## config.mk

```make
export PLATFORM = sky130hd
export DESIGN_NAME = agenTop
export DESIGN_NICKNAME = d
export VERILOG_FILES = /design/src/design/agenPkg.sv /design/src/design/agenTop.sv /design/src/design/addressCalc.sv /design/src/design/agenStation.sv /design/src/design/physRegFile.sv
export SDC_FILE = /design/constraint.sdc
export NUM_CORES = 2
export LEC_CHECK = 0
export ABC_AREA = 0
export BUFFER_PORTS_ARGS = -buffer_cell sky130_fd_sc_hd__buf_2
export CAP_MARGIN = 20
export CORE_UTILIZATION = 35
export CTS_BUF_LIST = sky130_fd_sc_hd__clkbuf_16
export CTS_CLUSTER_DIAMETER = 100
export CTS_CLUSTER_SIZE = 40
export DETAILED_ROUTE_END_ITERATION = 10
export SLEW_MARGIN = 20
export SYNTH_ARGS = -nofsm -noshare
export SYNTH_HDL_FRONTEND = slang
export SYNTH_HIERARCHICAL = 1
export SYNTH_SLANG_ARGS = --single-unit
export TNS_END_PERCENT = 10
```

## constraint.sdc

```tcl
create_clock -name clk -period 13.2 [get_ports clk]
set_input_delay 2.64 -clock clk [delete_from_list [all_inputs] [get_ports clk]]
set_output_delay 2.64 -clock clk [all_outputs]
set_load 0.1 [all_outputs]
```

## src/design/agenPkg.sv

```systemverilog
// ========================================
// Shared widths and sizes
// ========================================

package agenPkg;

	// Width of a register value and of an effective address
	localparam int dataWidth = 32;

	// Number of physical registers behind the rename map
	localparam int numPhysRegs = 64;

	// Width of a physical register number, enough to index numPhysRegs
	localparam int pRegWidth = 6;

	// Width of a reorder buffer index, one entry per in-flight instruction
	localparam int robIndexWidth = 5;

	// The immediate arrives narrow and is sign-extended in the address unit
	localparam int immWidth = 12;

	// Lanes 0 to 2 carry the register file reads for the three sources
	// and lane 3 carries the writeback of the current cycle as a bypass
	localparam int numLanes = 4;

	// ========================================
	// Encodings
	// ========================================

	// Memory operation codes carried from issue through to the request
	typedef enum logic [1:0] {
		MEM_NOP   = 2'd0,
		MEM_LOAD  = 2'd1,
		MEM_STORE = 2'd2,
		MEM_AMO   = 2'd3
	} memOp_t;

	// Station states
	// The station sits in ST_IDLE until an issue and then gathers operands
	typedef enum logic {
		ST_IDLE   = 1'b0,
		ST_GATHER = 1'b1
	} stationState_t;

endpackage
```

## src/design/agenTop.sv

```systemverilog
`timescale 1ns/1ps

module agenTop (
	input  logic                              clk,
	input  logic                              rst,
	// Issue group
	input  logic                              issue_i,
	input  agenPkg::memOp_t                   issueOp_i,
	input  logic [agenPkg::robIndexWidth-1:0] issueRobIndex_i,
	input  logic [agenPkg::pRegWidth-1:0]     issuePRs1_i,
	input  logic [agenPkg::pRegWidth-1:0]     issuePRs2_i,
	input  logic [agenPkg::pRegWidth-1:0]     issuePRs3_i,
	input  logic [agenPkg::immWidth-1:0]      issueImm_i,
	// Writeback group
	input  logic                              wbValid_i,
	input  logic [agenPkg::pRegWidth-1:0]     wbReg_i,
	input  logic [agenPkg::dataWidth-1:0]     wbData_i,
	// Allocation group
	input  logic                              allocValid_i,
	input  logic [agenPkg::pRegWidth-1:0]     allocReg_i,
	output logic                              idle_o,
	// Result group
	output logic                              reqValid_o,
	output agenPkg::memOp_t                   reqOp_o,
	output logic [agenPkg::robIndexWidth-1:0] reqRobIndex_o,
	output logic [agenPkg::dataWidth-1:0]     reqAddr_o,
	output logic [agenPkg::dataWidth-1:0]     reqData_o
);

	// Lanes from the register file into the station
	logic [agenPkg::pRegWidth-1:0] laneReg   [agenPkg::numLanes];
	logic                          laneValid [agenPkg::numLanes];
	logic [agenPkg::dataWidth-1:0] laneData  [agenPkg::numLanes];

	// Source numbers the station asks the register file for
	logic [agenPkg::pRegWidth-1:0] srcReg0;
	logic [agenPkg::pRegWidth-1:0] srcReg1;
	logic [agenPkg::pRegWidth-1:0] srcReg2;

	// Station to address unit
	logic                              gatherDone;
	agenPkg::memOp_t                   opCode;
	logic [agenPkg::robIndexWidth-1:0] robIndex;
	logic [agenPkg::dataWidth-1:0]     argA;
	logic [agenPkg::dataWidth-1:0]     argB;
	logic [agenPkg::dataWidth-1:0]     argC;
	logic [agenPkg::immWidth-1:0]      argI;

	physRegFile physRegFile_inst (
		.clk          (clk),
		.rst          (rst),
		.wbValid_i    (wbValid_i),
		.wbReg_i      (wbReg_i),
		.wbData_i     (wbData_i),
		.allocValid_i (allocValid_i),
		.allocReg_i   (allocReg_i),
		.srcReg0_i    (srcReg0),
		.srcReg1_i    (srcReg1),
		.srcReg2_i    (srcReg2),
		.laneReg_o    (laneReg),
		.laneValid_o  (laneValid),
		.laneData_o   (laneData)
	);

	agenStation agenStation_inst (
		.clk             (clk),
		.rst             (rst),
		.issue_i         (issue_i),
		.issueOp_i       (issueOp_i),
		.issueRobIndex_i (issueRobIndex_i),
		.issuePRs1_i     (issuePRs1_i),
		.issuePRs2_i     (issuePRs2_i),
		.issuePRs3_i     (issuePRs3_i),
		.issueImm_i      (issueImm_i),
		.laneReg_i       (laneReg),
		.laneValid_i     (laneValid),
		.laneData_i      (laneData),
		.srcReg0_o       (srcReg0),
		.srcReg1_o       (srcReg1),
		.srcReg2_o       (srcReg2),
		.idle_o          (idle_o),
		.gatherDone_o    (gatherDone),
		.opCode_o        (opCode),
		.robIndex_o      (robIndex),
		.argA_o          (argA),
		.argB_o          (argB),
		.argC_o          (argC),
		.argI_o          (argI)
	);

	addressCalc addressCalc_inst (
		.clk           (clk),
		.rst           (rst),
		.gatherDone_i  (gatherDone),
		.opCode_i      (opCode),
		.robIndex_i    (robIndex),
		.argA_i        (argA),
		.argB_i        (argB),
		.argC_i        (argC),
		.argI_i        (argI),
		.reqValid_o    (reqValid_o),
		.reqOp_o       (reqOp_o),
		.reqRobIndex_o (reqRobIndex_o),
		.reqAddr_o     (reqAddr_o),
		.reqData_o     (reqData_o)
	);

endmodule

```

## src/design/addressCalc.sv

```systemverilog
`timescale 1ns/1ps

module addressCalc (
	input  logic                              clk,
	input  logic                              rst,
	input  logic                              gatherDone_i,
	input  agenPkg::memOp_t                   opCode_i,
	input  logic [agenPkg::robIndexWidth-1:0] robIndex_i,
	input  logic [agenPkg::dataWidth-1:0]     argA_i,
	input  logic [agenPkg::dataWidth-1:0]     argB_i,
	input  logic [agenPkg::dataWidth-1:0]     argC_i,
	input  logic [agenPkg::immWidth-1:0]      argI_i,
	// Finished memory request
	output logic                              reqValid_o,
	output agenPkg::memOp_t                   reqOp_o,
	output logic [agenPkg::robIndexWidth-1:0] reqRobIndex_o,
	output logic [agenPkg::dataWidth-1:0]     reqAddr_o,
	output logic [agenPkg::dataWidth-1:0]     reqData_o
);

	logic [agenPkg::dataWidth-1:0] immExt;
	logic [agenPkg::dataWidth-1:0] addrSum;
	logic [agenPkg::dataWidth-1:0] addrNext;
	logic [agenPkg::dataWidth-1:0] dataNext;

	// Effective address is base plus index plus the sign-extended immediate
	assign immExt = {{(agenPkg::dataWidth - agenPkg::immWidth){argI_i[agenPkg::immWidth-1]}},
		argI_i};
	assign addrSum = argA_i + argB_i + immExt;

	// Only stores and atomics carry data
	// A NOP still goes out so its reorder buffer entry can complete
	always_comb begin
		case (opCode_i)
			agenPkg::MEM_LOAD: begin
				addrNext = addrSum;
				dataNext = '0;
			end
			agenPkg::MEM_STORE, agenPkg::MEM_AMO: begin
				addrNext = addrSum;
				dataNext = argC_i;
			end
			default: begin
				addrNext = '0;
				dataNext = '0;
			end
		endcase
	end

	// The valid pulse tracks gatherDone one cycle later
	always_ff @(posedge clk) begin
		if (rst) begin
			reqValid_o <= 1'b0;
		end else begin
			reqValid_o <= gatherDone_i;
		end
	end

	always_ff @(posedge clk) begin
		if (gatherDone_i) begin
			reqOp_o <= opCode_i;
			reqRobIndex_o <= robIndex_i;
			reqAddr_o <= addrNext;
			reqData_o <= dataNext;
		end
	end

endmodule

```

## src/design/agenStation.sv

```systemverilog
`timescale 1ns/1ps

module agenStation (
	input  logic                              clk,
	input  logic                              rst,
	// Issue port from the reorder buffer
	input  logic                              issue_i,
	input  agenPkg::memOp_t                   issueOp_i,
	input  logic [agenPkg::robIndexWidth-1:0] issueRobIndex_i,
	input  logic [agenPkg::pRegWidth-1:0]     issuePRs1_i,
	input  logic [agenPkg::pRegWidth-1:0]     issuePRs2_i,
	input  logic [agenPkg::pRegWidth-1:0]     issuePRs3_i,
	input  logic [agenPkg::immWidth-1:0]      issueImm_i,
	// Broadcast lanes from the register file
	input  logic [agenPkg::pRegWidth-1:0]     laneReg_i   [agenPkg::numLanes],
	input  logic                              laneValid_i [agenPkg::numLanes],
	input  logic [agenPkg::dataWidth-1:0]     laneData_i  [agenPkg::numLanes],
	// Captured source numbers, read back through lanes 0 to 2
	output logic [agenPkg::pRegWidth-1:0]     srcReg0_o,
	output logic [agenPkg::pRegWidth-1:0]     srcReg1_o,
	output logic [agenPkg::pRegWidth-1:0]     srcReg2_o,
	output logic                              idle_o,
	// Toward the address unit
	output logic                              gatherDone_o,
	output agenPkg::memOp_t                   opCode_o,
	output logic [agenPkg::robIndexWidth-1:0] robIndex_o,
	output logic [agenPkg::dataWidth-1:0]     argA_o,
	output logic [agenPkg::dataWidth-1:0]     argB_o,
	output logic [agenPkg::dataWidth-1:0]     argC_o,
	output logic [agenPkg::immWidth-1:0]      argI_o
);

	agenPkg::stationState_t state;

	// Captured instruction fields
	agenPkg::memOp_t opCode;
	logic [agenPkg::robIndexWidth-1:0] robIndex;
	logic [agenPkg::immWidth-1:0] argImm;
	logic [agenPkg::pRegWidth-1:0] srcReg [3];

	// Operand slots, index 0 is base, 1 is index and 2 is store data
	logic [2:0] argValid;
	logic [2:0] argValidNext;
	logic [agenPkg::dataWidth-1:0] argVal [3];
	logic [agenPkg::dataWidth-1:0] argValNext [3];

	// ========================================
	// Operand match
	// ========================================

	// Looks for one source across all lanes and keeps the first valid hit
	// An operand already held is left alone, and register zero reads as zero
	function automatic void matchOperand(
		input  logic [agenPkg::pRegWidth-1:0] src,
		input  logic                          curValid,
		input  logic [agenPkg::dataWidth-1:0] curVal,
		output logic                          nextValid,
		output logic [agenPkg::dataWidth-1:0] nextVal
	);
		nextValid = curValid;
		nextVal = curVal;
		if (!curValid) begin
			if (src == '0) begin
				nextValid = 1'b1;
				nextVal = '0;
			end else begin
				for (int lane = 0; lane < agenPkg::numLanes; lane++) begin
					// Once a hit is taken, later lanes are ignored
					if (!nextValid && laneValid_i[lane] && laneReg_i[lane] == src) begin
						nextValid = 1'b1;
						nextVal = laneData_i[lane];
					end
				end
			end
		end
	endfunction

	always_comb begin
		for (int i = 0; i < 3; i++) begin
			matchOperand(srcReg[i], argValid[i], argVal[i], argValidNext[i], argValNext[i]);
		end
	end

	// ========================================
	// Control
	// ========================================

	// Issue is only taken while idle, and it clears all three valid bits
	always_ff @(posedge clk) begin
		if (rst) begin
			state <= agenPkg::ST_IDLE;
			argValid <= '0;
		end else begin
			case (state)
				agenPkg::ST_IDLE: begin
					if (issue_i) begin
						state <= agenPkg::ST_GATHER;
						argValid <= '0;
					end
				end
				agenPkg::ST_GATHER: begin
					argValid <= argValidNext;
					// This is the gatherDone cycle, so go back to idle
					if (&argValid) begin
						state <= agenPkg::ST_IDLE;
					end
				end
				default: state <= agenPkg::ST_IDLE;
			endcase
		end
	end

	// Instruction payload and operand values
	always_ff @(posedge clk) begin
		if (state == agenPkg::ST_IDLE && issue_i) begin
			opCode <= issueOp_i;
			robIndex <= issueRobIndex_i;
			argImm <= issueImm_i;
			srcReg[0] <= issuePRs1_i;
			srcReg[1] <= issuePRs2_i;
			srcReg[2] <= issuePRs3_i;
		end
		if (state == agenPkg::ST_GATHER) begin
			for (int i = 0; i < 3; i++) begin
				argVal[i] <= argValNext[i];
			end
		end
	end

	assign idle_o = (state == agenPkg::ST_IDLE);
	// High for the single cycle in which every operand is in hand
	assign gatherDone_o = (state == agenPkg::ST_GATHER) && (&argValid);

	assign srcReg0_o = srcReg[0];
	assign srcReg1_o = srcReg[1];
	assign srcReg2_o = srcReg[2];
	assign opCode_o = opCode;
	assign robIndex_o = robIndex;
	assign argA_o = argVal[0];
	assign argB_o = argVal[1];
	assign argC_o = argVal[2];
	assign argI_o = argImm;

endmodule

```

## src/design/physRegFile.sv

```systemverilog
`timescale 1ns/1ps

module physRegFile (
	input  logic                           clk,
	input  logic                           rst,
	// Writeback from the execution units
	input  logic                           wbValid_i,
	input  logic [agenPkg::pRegWidth-1:0]  wbReg_i,
	input  logic [agenPkg::dataWidth-1:0]  wbData_i,
	// Allocation of a freshly renamed destination register
	input  logic                           allocValid_i,
	input  logic [agenPkg::pRegWidth-1:0]  allocReg_i,
	// Source numbers the station is waiting on
	input  logic [agenPkg::pRegWidth-1:0]  srcReg0_i,
	input  logic [agenPkg::pRegWidth-1:0]  srcReg1_i,
	input  logic [agenPkg::pRegWidth-1:0]  srcReg2_i,
	// Broadcast lanes toward the station
	output logic [agenPkg::pRegWidth-1:0]  laneReg_o   [agenPkg::numLanes],
	output logic                           laneValid_o [agenPkg::numLanes],
	output logic [agenPkg::dataWidth-1:0]  laneData_o  [agenPkg::numLanes]
);

	// Register values, written only by writeback
	logic [agenPkg::dataWidth-1:0] regValue [agenPkg::numPhysRegs];

	// One ready bit per physical register
	logic [agenPkg::numPhysRegs-1:0] ready;

	// The three read ports, gathered into an array so the lanes loop cleanly
	logic [agenPkg::pRegWidth-1:0] srcReg [agenPkg::numLanes-1];

	assign srcReg[0] = srcReg0_i;
	assign srcReg[1] = srcReg1_i;
	assign srcReg[2] = srcReg2_i;

	// ========================================
	// Storage and scoreboard
	// ========================================

	always_ff @(posedge clk) begin
		if (wbValid_i) begin
			regValue[wbReg_i] <= wbData_i;
		end
	end

	// Allocation clears a ready bit and writeback sets it
	// Writeback is applied last, so it wins when both name the same register
	// Register zero is never renamed, so its bit is held set
	always_ff @(posedge clk) begin
		if (rst) begin
			ready <= '0;
			ready[0] <= 1'b1;
		end else begin
			if (allocValid_i) begin
				ready[allocReg_i] <= 1'b0;
			end
			if (wbValid_i) begin
				ready[wbReg_i] <= 1'b1;
			end
			ready[0] <= 1'b1;
		end
	end

	// ========================================
	// Lane broadcast
	// ========================================

	always_comb begin
		// Read lanes present the stored value once the register is ready
		for (int lane = 0; lane < agenPkg::numLanes - 1; lane++) begin
			laneReg_o[lane] = srcReg[lane];
			laneValid_o[lane] = ready[srcReg[lane]];
			laneData_o[lane] = regValue[srcReg[lane]];
		end
		// The last lane forwards this cycle's writeback straight through
		laneReg_o[agenPkg::numLanes-1] = wbReg_i;
		laneValid_o[agenPkg::numLanes-1] = wbValid_i;
		laneData_o[agenPkg::numLanes-1] = wbData_i;
	end

endmodule

```

; Yosys cells after proc, flatten, opt, wreduce, memory -nomap -nowiden
; Memories as Yosys holds them, arrays and structs flattened.
; Index checks and enable logic that the tools add are counted.
[op_classes]
bitwise = 4
n_reduce_logical = 43
n_lt_le_gt_ge = 7
n_addsub = 2
n_eq_ne = 13
mux = 78
[ops]
columns = cell, count
row1 = $mux W32, 18
row2 = $mux W64, 3
row3 = $add A32 B32 Y32, 2
row4 = $and A64 B64 Y64, 1
row5 = $not A64 Y64, 1
row6 = $or A64 B64 Y64, 1
row7 = $eq A6 B6 Y1, 9
row8 = $mux W1, 49
row9 = $lt A6 B7 Y1 const B, 5
row10 = $logic_and A1 B1 Y1, 25
row11 = $bmux W1 S6, 3
row12 = $logic_not A6 Y1, 3
row13 = $demux W1 S6, 2
row14 = $ge A6 B1 Y1 const B, 2
row15 = $logic_not A1 Y1, 12
row16 = $pmux W3 S2, 1
row17 = $eq A2 B2 Y1 const B, 2
row18 = $mux W3, 1
row19 = $reduce_and A3 Y1, 1
row20 = $reduce_or A3 Y1, 1
row21 = $eq A2 B1 Y1 const B, 1
row22 = $ne A2 B2 Y1 const B, 1
row23 = $pmux W1 S2, 1
row24 = $reduce_or A2 Y1, 1
row25 = $not A1 Y1, 1
[word_totals]
mem_bits_rw = 2162
n_memories = 3
word_cells = 162
ff_bits = 159
out_inout_bits = 73
[mem_list]
columns = memory, words, word_bits, rd, rd_clocked_by_memory_dff, write_ports, line_no
row1 = physRegFile_inst.regValue, 64, 32, 3, 0, 1, physRegFile.sv:24  ; logic [agenPkg::dataWidth-1:0] regValue [agenPkg::numPhysRegs];
row2 = agenStation_inst.argVal, 3, 32, 3, 0, 3, agenStation.sv:44  ; logic [agenPkg::dataWidth-1:0] argVal [3];
row3 = agenStation_inst.srcReg, 3, 6, 3, 0, 3, agenStation.sv:39  ; logic [agenPkg::pRegWidth-1:0] srcReg [3];

; Depth between registers and ports, before layout
[logic_depth]
word_depth = 25
depth_mapped = 17

; Hierarchy
; The synthesis kept the hierarchy.
[by_module_without_submodules]
columns = mod, area_per_inst_um2, instances, cells_per_inst
row1 = physRegFile, 115310.6, 1, 6035
row2 = agenStation, 8914.8, 1, 870
row3 = addressCalc, 5071.1, 1, 446

; Worst setup path after synthesis
; No wires, ideal clock.
[synth_timing]
path_kind = reg-to-reg
startpoint = register agenStation_inst.state
endpoint = register addressCalc_inst/reqAddr_o[0] in the netlist's numbering (enable)
required_ps = 12609
n_path_buf = 0
stages_incl_launch_ff = 3
path_slack_ps = 6754
setup_time_ps = 591
t_arrival_ps = 5855
path_cell_list = dfxtp_1 inv_1 nor3_1
[synth_via]
elab_chain_len = 1
[synth_rtl]
columns = element, line_no
row1 = from (decl), agenStation.sv:33  ; agenPkg::stationState_t state;
row2 = from (signal assigned), agenStation.sv:91  ; state <= agenPkg::ST_IDLE;
row3 = from (signal assigned), agenStation.sv:97  ; state <= agenPkg::ST_GATHER;
row4 = from (signal assigned), agenStation.sv:105  ; state <= agenPkg::ST_IDLE;
row5 = $logic_and A1 B1 Y1, agenStation.sv:132  ; assign gatherDone_o = (state == agenPkg::ST_GATHER) && (&argValid);
row6 = net gatherDone, agenTop.sv:41  ; logic gatherDone;
row7 = to (signal assigned), addressCalc.sv:63  ; reqAddr_o <= addrNext;
row8 = to (decl), addressCalc.sv:17  ; output logic [agenPkg::dataWidth-1:0] reqAddr_o,
; The timed path passes the listed nets, and every way through them passes these cells.
; A chain may end at the register's enable or synchronous reset.

==> run summary <==
Status: complete, no violations
CP Capture Type: register
Yosys cell types: 85
CTS resizes: 0
Total gr overflow: 0
HP Start: agenStation_inst/robIndex_o[2]$_DFFE_PP_
Share of cells above drive strength 1: 0.359
Post-Synth XOR/XNOR Area: 0.00583
Mapped Area: 129000 um2
Final Skew: 0.104 ns
RSZ-0062 raised after global routing: false
DR pass1 iterations: 10
Overall routing resource usage: 0.282
Die area: 372000 um2
Syn nets: 7499
Worst slew pin tran: 1.34 ns
Starting DRT DRC Count: 16232
CP max stage cell: buf_4
Final Max Slew Viols: 0
DP HPWL: 327000 um
Nets: 7340
Root buffer cell: clkbuf_16
Core box area: 367000 um2
First-pass GRT wire length: 722000 um
CP cell instances: buf_4 > buf_4 > buf_4 > buf_4 > buf_4 > mux4_2 > mux2i_1 > mux2i_1 > o21ai_0 > nand2_1 > a221o_1 > a21oi_1 > a211oi_1
Int Pwr: 10.8 mW
Initial antenna violation count: 73
WL/cell: 44.1 um
Fin. Hold Viols: 0
Starting density of the core: 0.353
Sw frac: 0.290
Crit Reg-Reg Endpoint: agenStation_inst/argVal[0][86]$_SDFFCE_PP0P_
Synth Area in Compound Gates: 0.0540
Port bufs: 158
Adder-cell share of the synthesized area: 0.00786
Mux contribution to synthesized area: 0.330
Startpoint Class: register
Clock sink count: 2320
DRC violations left: 0
# Post-CTS Setup Buffers: 0
Final Critical Period: 6.77 ns
Clock latency at the later pin of the worst-skew pair: 0.90 ns
Final setup fails: 0
Final period util: 0.513
Total routed wirelength: 537000 um
Sequential fraction of design power: 0.537
Worst Hold Path Cells: 0
FF-to-FF setup slack: 6.43 ns
Top FF cell, synth: edfxtp_1
Most used cell, CP: buf_4
Hold buffers post-CTS: 0
Clk buf depth: 3
FMAX: 0.148 GHz
H-tree depth: 3
Synth Area in Simple Gates: 0.0372
Async SR Flop Fraction: 0
Syn Inst Count: 7351
Critical path class: reg -> reg
Gate power share: 0.144
Setup TNS: 0 ns
Inserted Clock Buffers: 111
Largest net degree at the start of global routing: 108
NetSw: 4.42 mW
Final GP Congestion: 1.00
Via count: 87434
CP required: 13.80 ns
Rows: 222
Drt via density: 7.18
Worst Hold Margin: 0.434 ns
P per Cell Area: 109 nW/um2
IR drop worst, VDD: 0.000118 V
Syn_area_per_cell: 17.6 um2
Worst R2R Start: agenStation_inst/srcReg[0][13]$_DFFE_PP_
Die width: 610 um
Combinational family with the most area after synthesis: multiplexers
Register-to-Register Path Depth: 13
Worst Path Max Fanout: 47
Num ports: 159
Die height: 610 um
Worst-path clk slew: 0.13 ns
Critical path's largest stage delay: 0.81 ns
Hold endpoint: addressCalc_inst/reqRobIndex_o[2]$_DFFE_PP_
Vias in the first global route: 82861
Layout overhead on the synthesized area: 8.20%
Post-synthesis sequential area ratio: 0.534
CTS tree: built
HP Class: reg -> reg
Max-slew headroom: 0.109
Post-synth EDFFs: 2252
Worst Path Arrival: 7.37 ns
Leakage: 43.4 nW
Max cap viols: 0
Clock power share: 0.319
YS warnings: 6
Synth Register Bits: 2320
ANT nets after route: 0
==> per-layer routing <==
| layer | share of wire | routed length [um] | track usage |
|---|---|---|---|
| met2 | 0.42 | 226000 | 0.400 |
| met1 | 0.35 | 186000 | 0.360 |
| met4 | 0.063 | 33700 | 0.152 |
| met3 | 0.17 | 90400 | 0.128 |
| met5 | 0.00066 | 355 | 0.00530 |
==> registers in the layout, indices dropped and copies added (netlist names), 2 cells and up <==
| name | cells |
|---|---|
| addressCalc_inst/reqAddr_o | 32 |
| agenStation_inst/argVal | 96 |
| agenStation_inst/opCode_o | 2 |
| agenStation_inst/srcReg | 18 |
| addressCalc_inst/reqRobIndex_o | 5 |
| physRegFile_inst/regValue | 2048 |
| agenStation_inst/argValid | 3 |
| agenStation_inst/argI_o | 12 |
| addressCalc_inst/reqData_o | 32 |
| agenStation_inst/robIndex_o | 5 |
| physRegFile_inst/ready | 63 |
| addressCalc_inst/reqOp_o | 2 |
==> layout make-up <==
| cell class | count | area (um2) |
|---|---|---|
| inverters | 92 | 378 |
| clock inverters | 101 | 1860 |
| clock buffers | 111 | 2780 |
| flip-flops and latches | 2320 | 69000 |
| multi-input cells | 4215 | 56400 |
| repair buffers | 452 | 3250 |
| fillers | 33111 | 227000 |
| well taps | 4816 | 6030 |
| diodes | 73 | 183 |
==> cell families (layout without fill, tap and decap cells) <==
group / count (synthesis) / after routing
and+or+nand+nor: 928 / 928
buffers and inverters: 816 / 756
xor gates and xnor gates: 86 / 86
muxes: 2105 / 2105
other: 0 / 73
AOI/OAI and AO/OA: 1034 / 1034
adders and majority gates: 62 / 62
DFF: 2320 / 2320
==> worst max-delay path: cells and delay by family, from the launching register on <==
family / cells / cell delay (ns)
simple gates: 1 / 0.51
mux: 3 / 0.79
buf+inv: 5 / 3.33
compound gates: 4 / 1.17
flops: 1 / 0.36
==> power groups by stage <==
stage / logic (mW) / registers, mW / clock network, mW
global placement: 2.11 / 8.34 / 0
global route: 2.24 / 8.19 / 5.11
detailed placement: 2.13 / 8.35 / 0
CTS: 2.13 / 8.18 / 4.89
floorplan: 1.35 / 8.33 / 0
finish: 2.20 / 8.18 / 4.87
==> cells in the mapped netlist, drive strengths merged (17+ instances only) <==
library cell  count  share of area
a221o            40         0.0031
or2              40         0.0019
nor3             40         0.0016
a211oi           49         0.0029
a211o            19         0.0013
and2             60         0.0029
o22ai            99         0.0048
inv              89         0.0026
a31oi            29         0.0014
dfxtp            68          0.011
mux2i           343          0.027
xor2             38         0.0026
nand4            27         0.0013
or3              17        0.00082
nand3           197         0.0087
xnor2            48         0.0033
o211ai           22         0.0014
a21oi           231         0.0091
ha               30         0.0029
nand2           260         0.0076
a221oi           50         0.0034
o221ai           36         0.0024
nor2b            38         0.0018
o21ai           219         0.0085
a32o             64         0.0050
edfxtp         2252           0.52
nand2b           56         0.0027
mux2             43         0.0037
mux4           1719           0.30
nor2            133         0.0039
fa               32         0.0050
a22oi           103         0.0060
buf             460          0.022
clkbuf          264         0.0077
==> worst max-delay path by stage <==
stage	startpoint	end	depth (start not counted)
after CTS	agenStation_inst/srcReg[0][12]$_DFFE_PP_	agenStation_inst/argVal[0][87]$_SDFFCE_PP0P_	11
after detailed placement	agenStation_inst/srcReg[0][12]$_DFFE_PP_	agenStation_inst/argVal[0][87]$_SDFFCE_PP0P_	11
after global routing	agenStation_inst/srcReg[0][12]$_DFFE_PP_	agenStation_inst/argVal[0][71]$_SDFFCE_PP0P_	12
final	agenStation_inst/srcReg[0][13]$_DFFE_PP_	agenStation_inst/argVal[0][86]$_SDFFCE_PP0P_	13
after global placement	agenStation_inst/srcReg[0][12]$_DFFE_PP_	agenStation_inst/argVal[0][87]$_SDFFCE_PP0P_	11
after floorplan	agenStation_inst/state$_SDFF_PP0_	addressCalc_inst/reqAddr_o[0]$_SDFFCE_PN0P_	2
==> metrics by stage <==
| step | total power, mW | utilization | cell area, um2 | setup WS, ns | std cells |
|---|---|---|---|---|---|
| 5_1_grt | 15.5 | 0.381 | 140000 | 6.41 | 12128 |
| 6_report | 15.2 | 0.382 | 140000 | 6.43 | 12180 |
| 3_3_place_gp | 10.5 | 0.368 | 135000 | 6.72 | 11889 |
| 3_5_place_dp | 10.5 | 0.368 | 135000 | 6.73 | 11895 |
| 4_1_cts | 15.2 | 0.381 | 140000 | 6.70 | 12107 |
| 2_1_floorplan | 9.68 | - | 129000 | 6.75 | 7351 |
==> cell usage in the layout, fill, tap and decap left out, drive strengths merged, types with 111 or more instances in the layout <==
cell type     n
a21oi       231
buf         452
clkbuf      111
edfxtp     2252
inv         123
mux2i       343
mux4       1719
nand2       260
nand3       197
nor2        133
o21ai       219
Note: power is estimated with default switching activity, not from simulation.
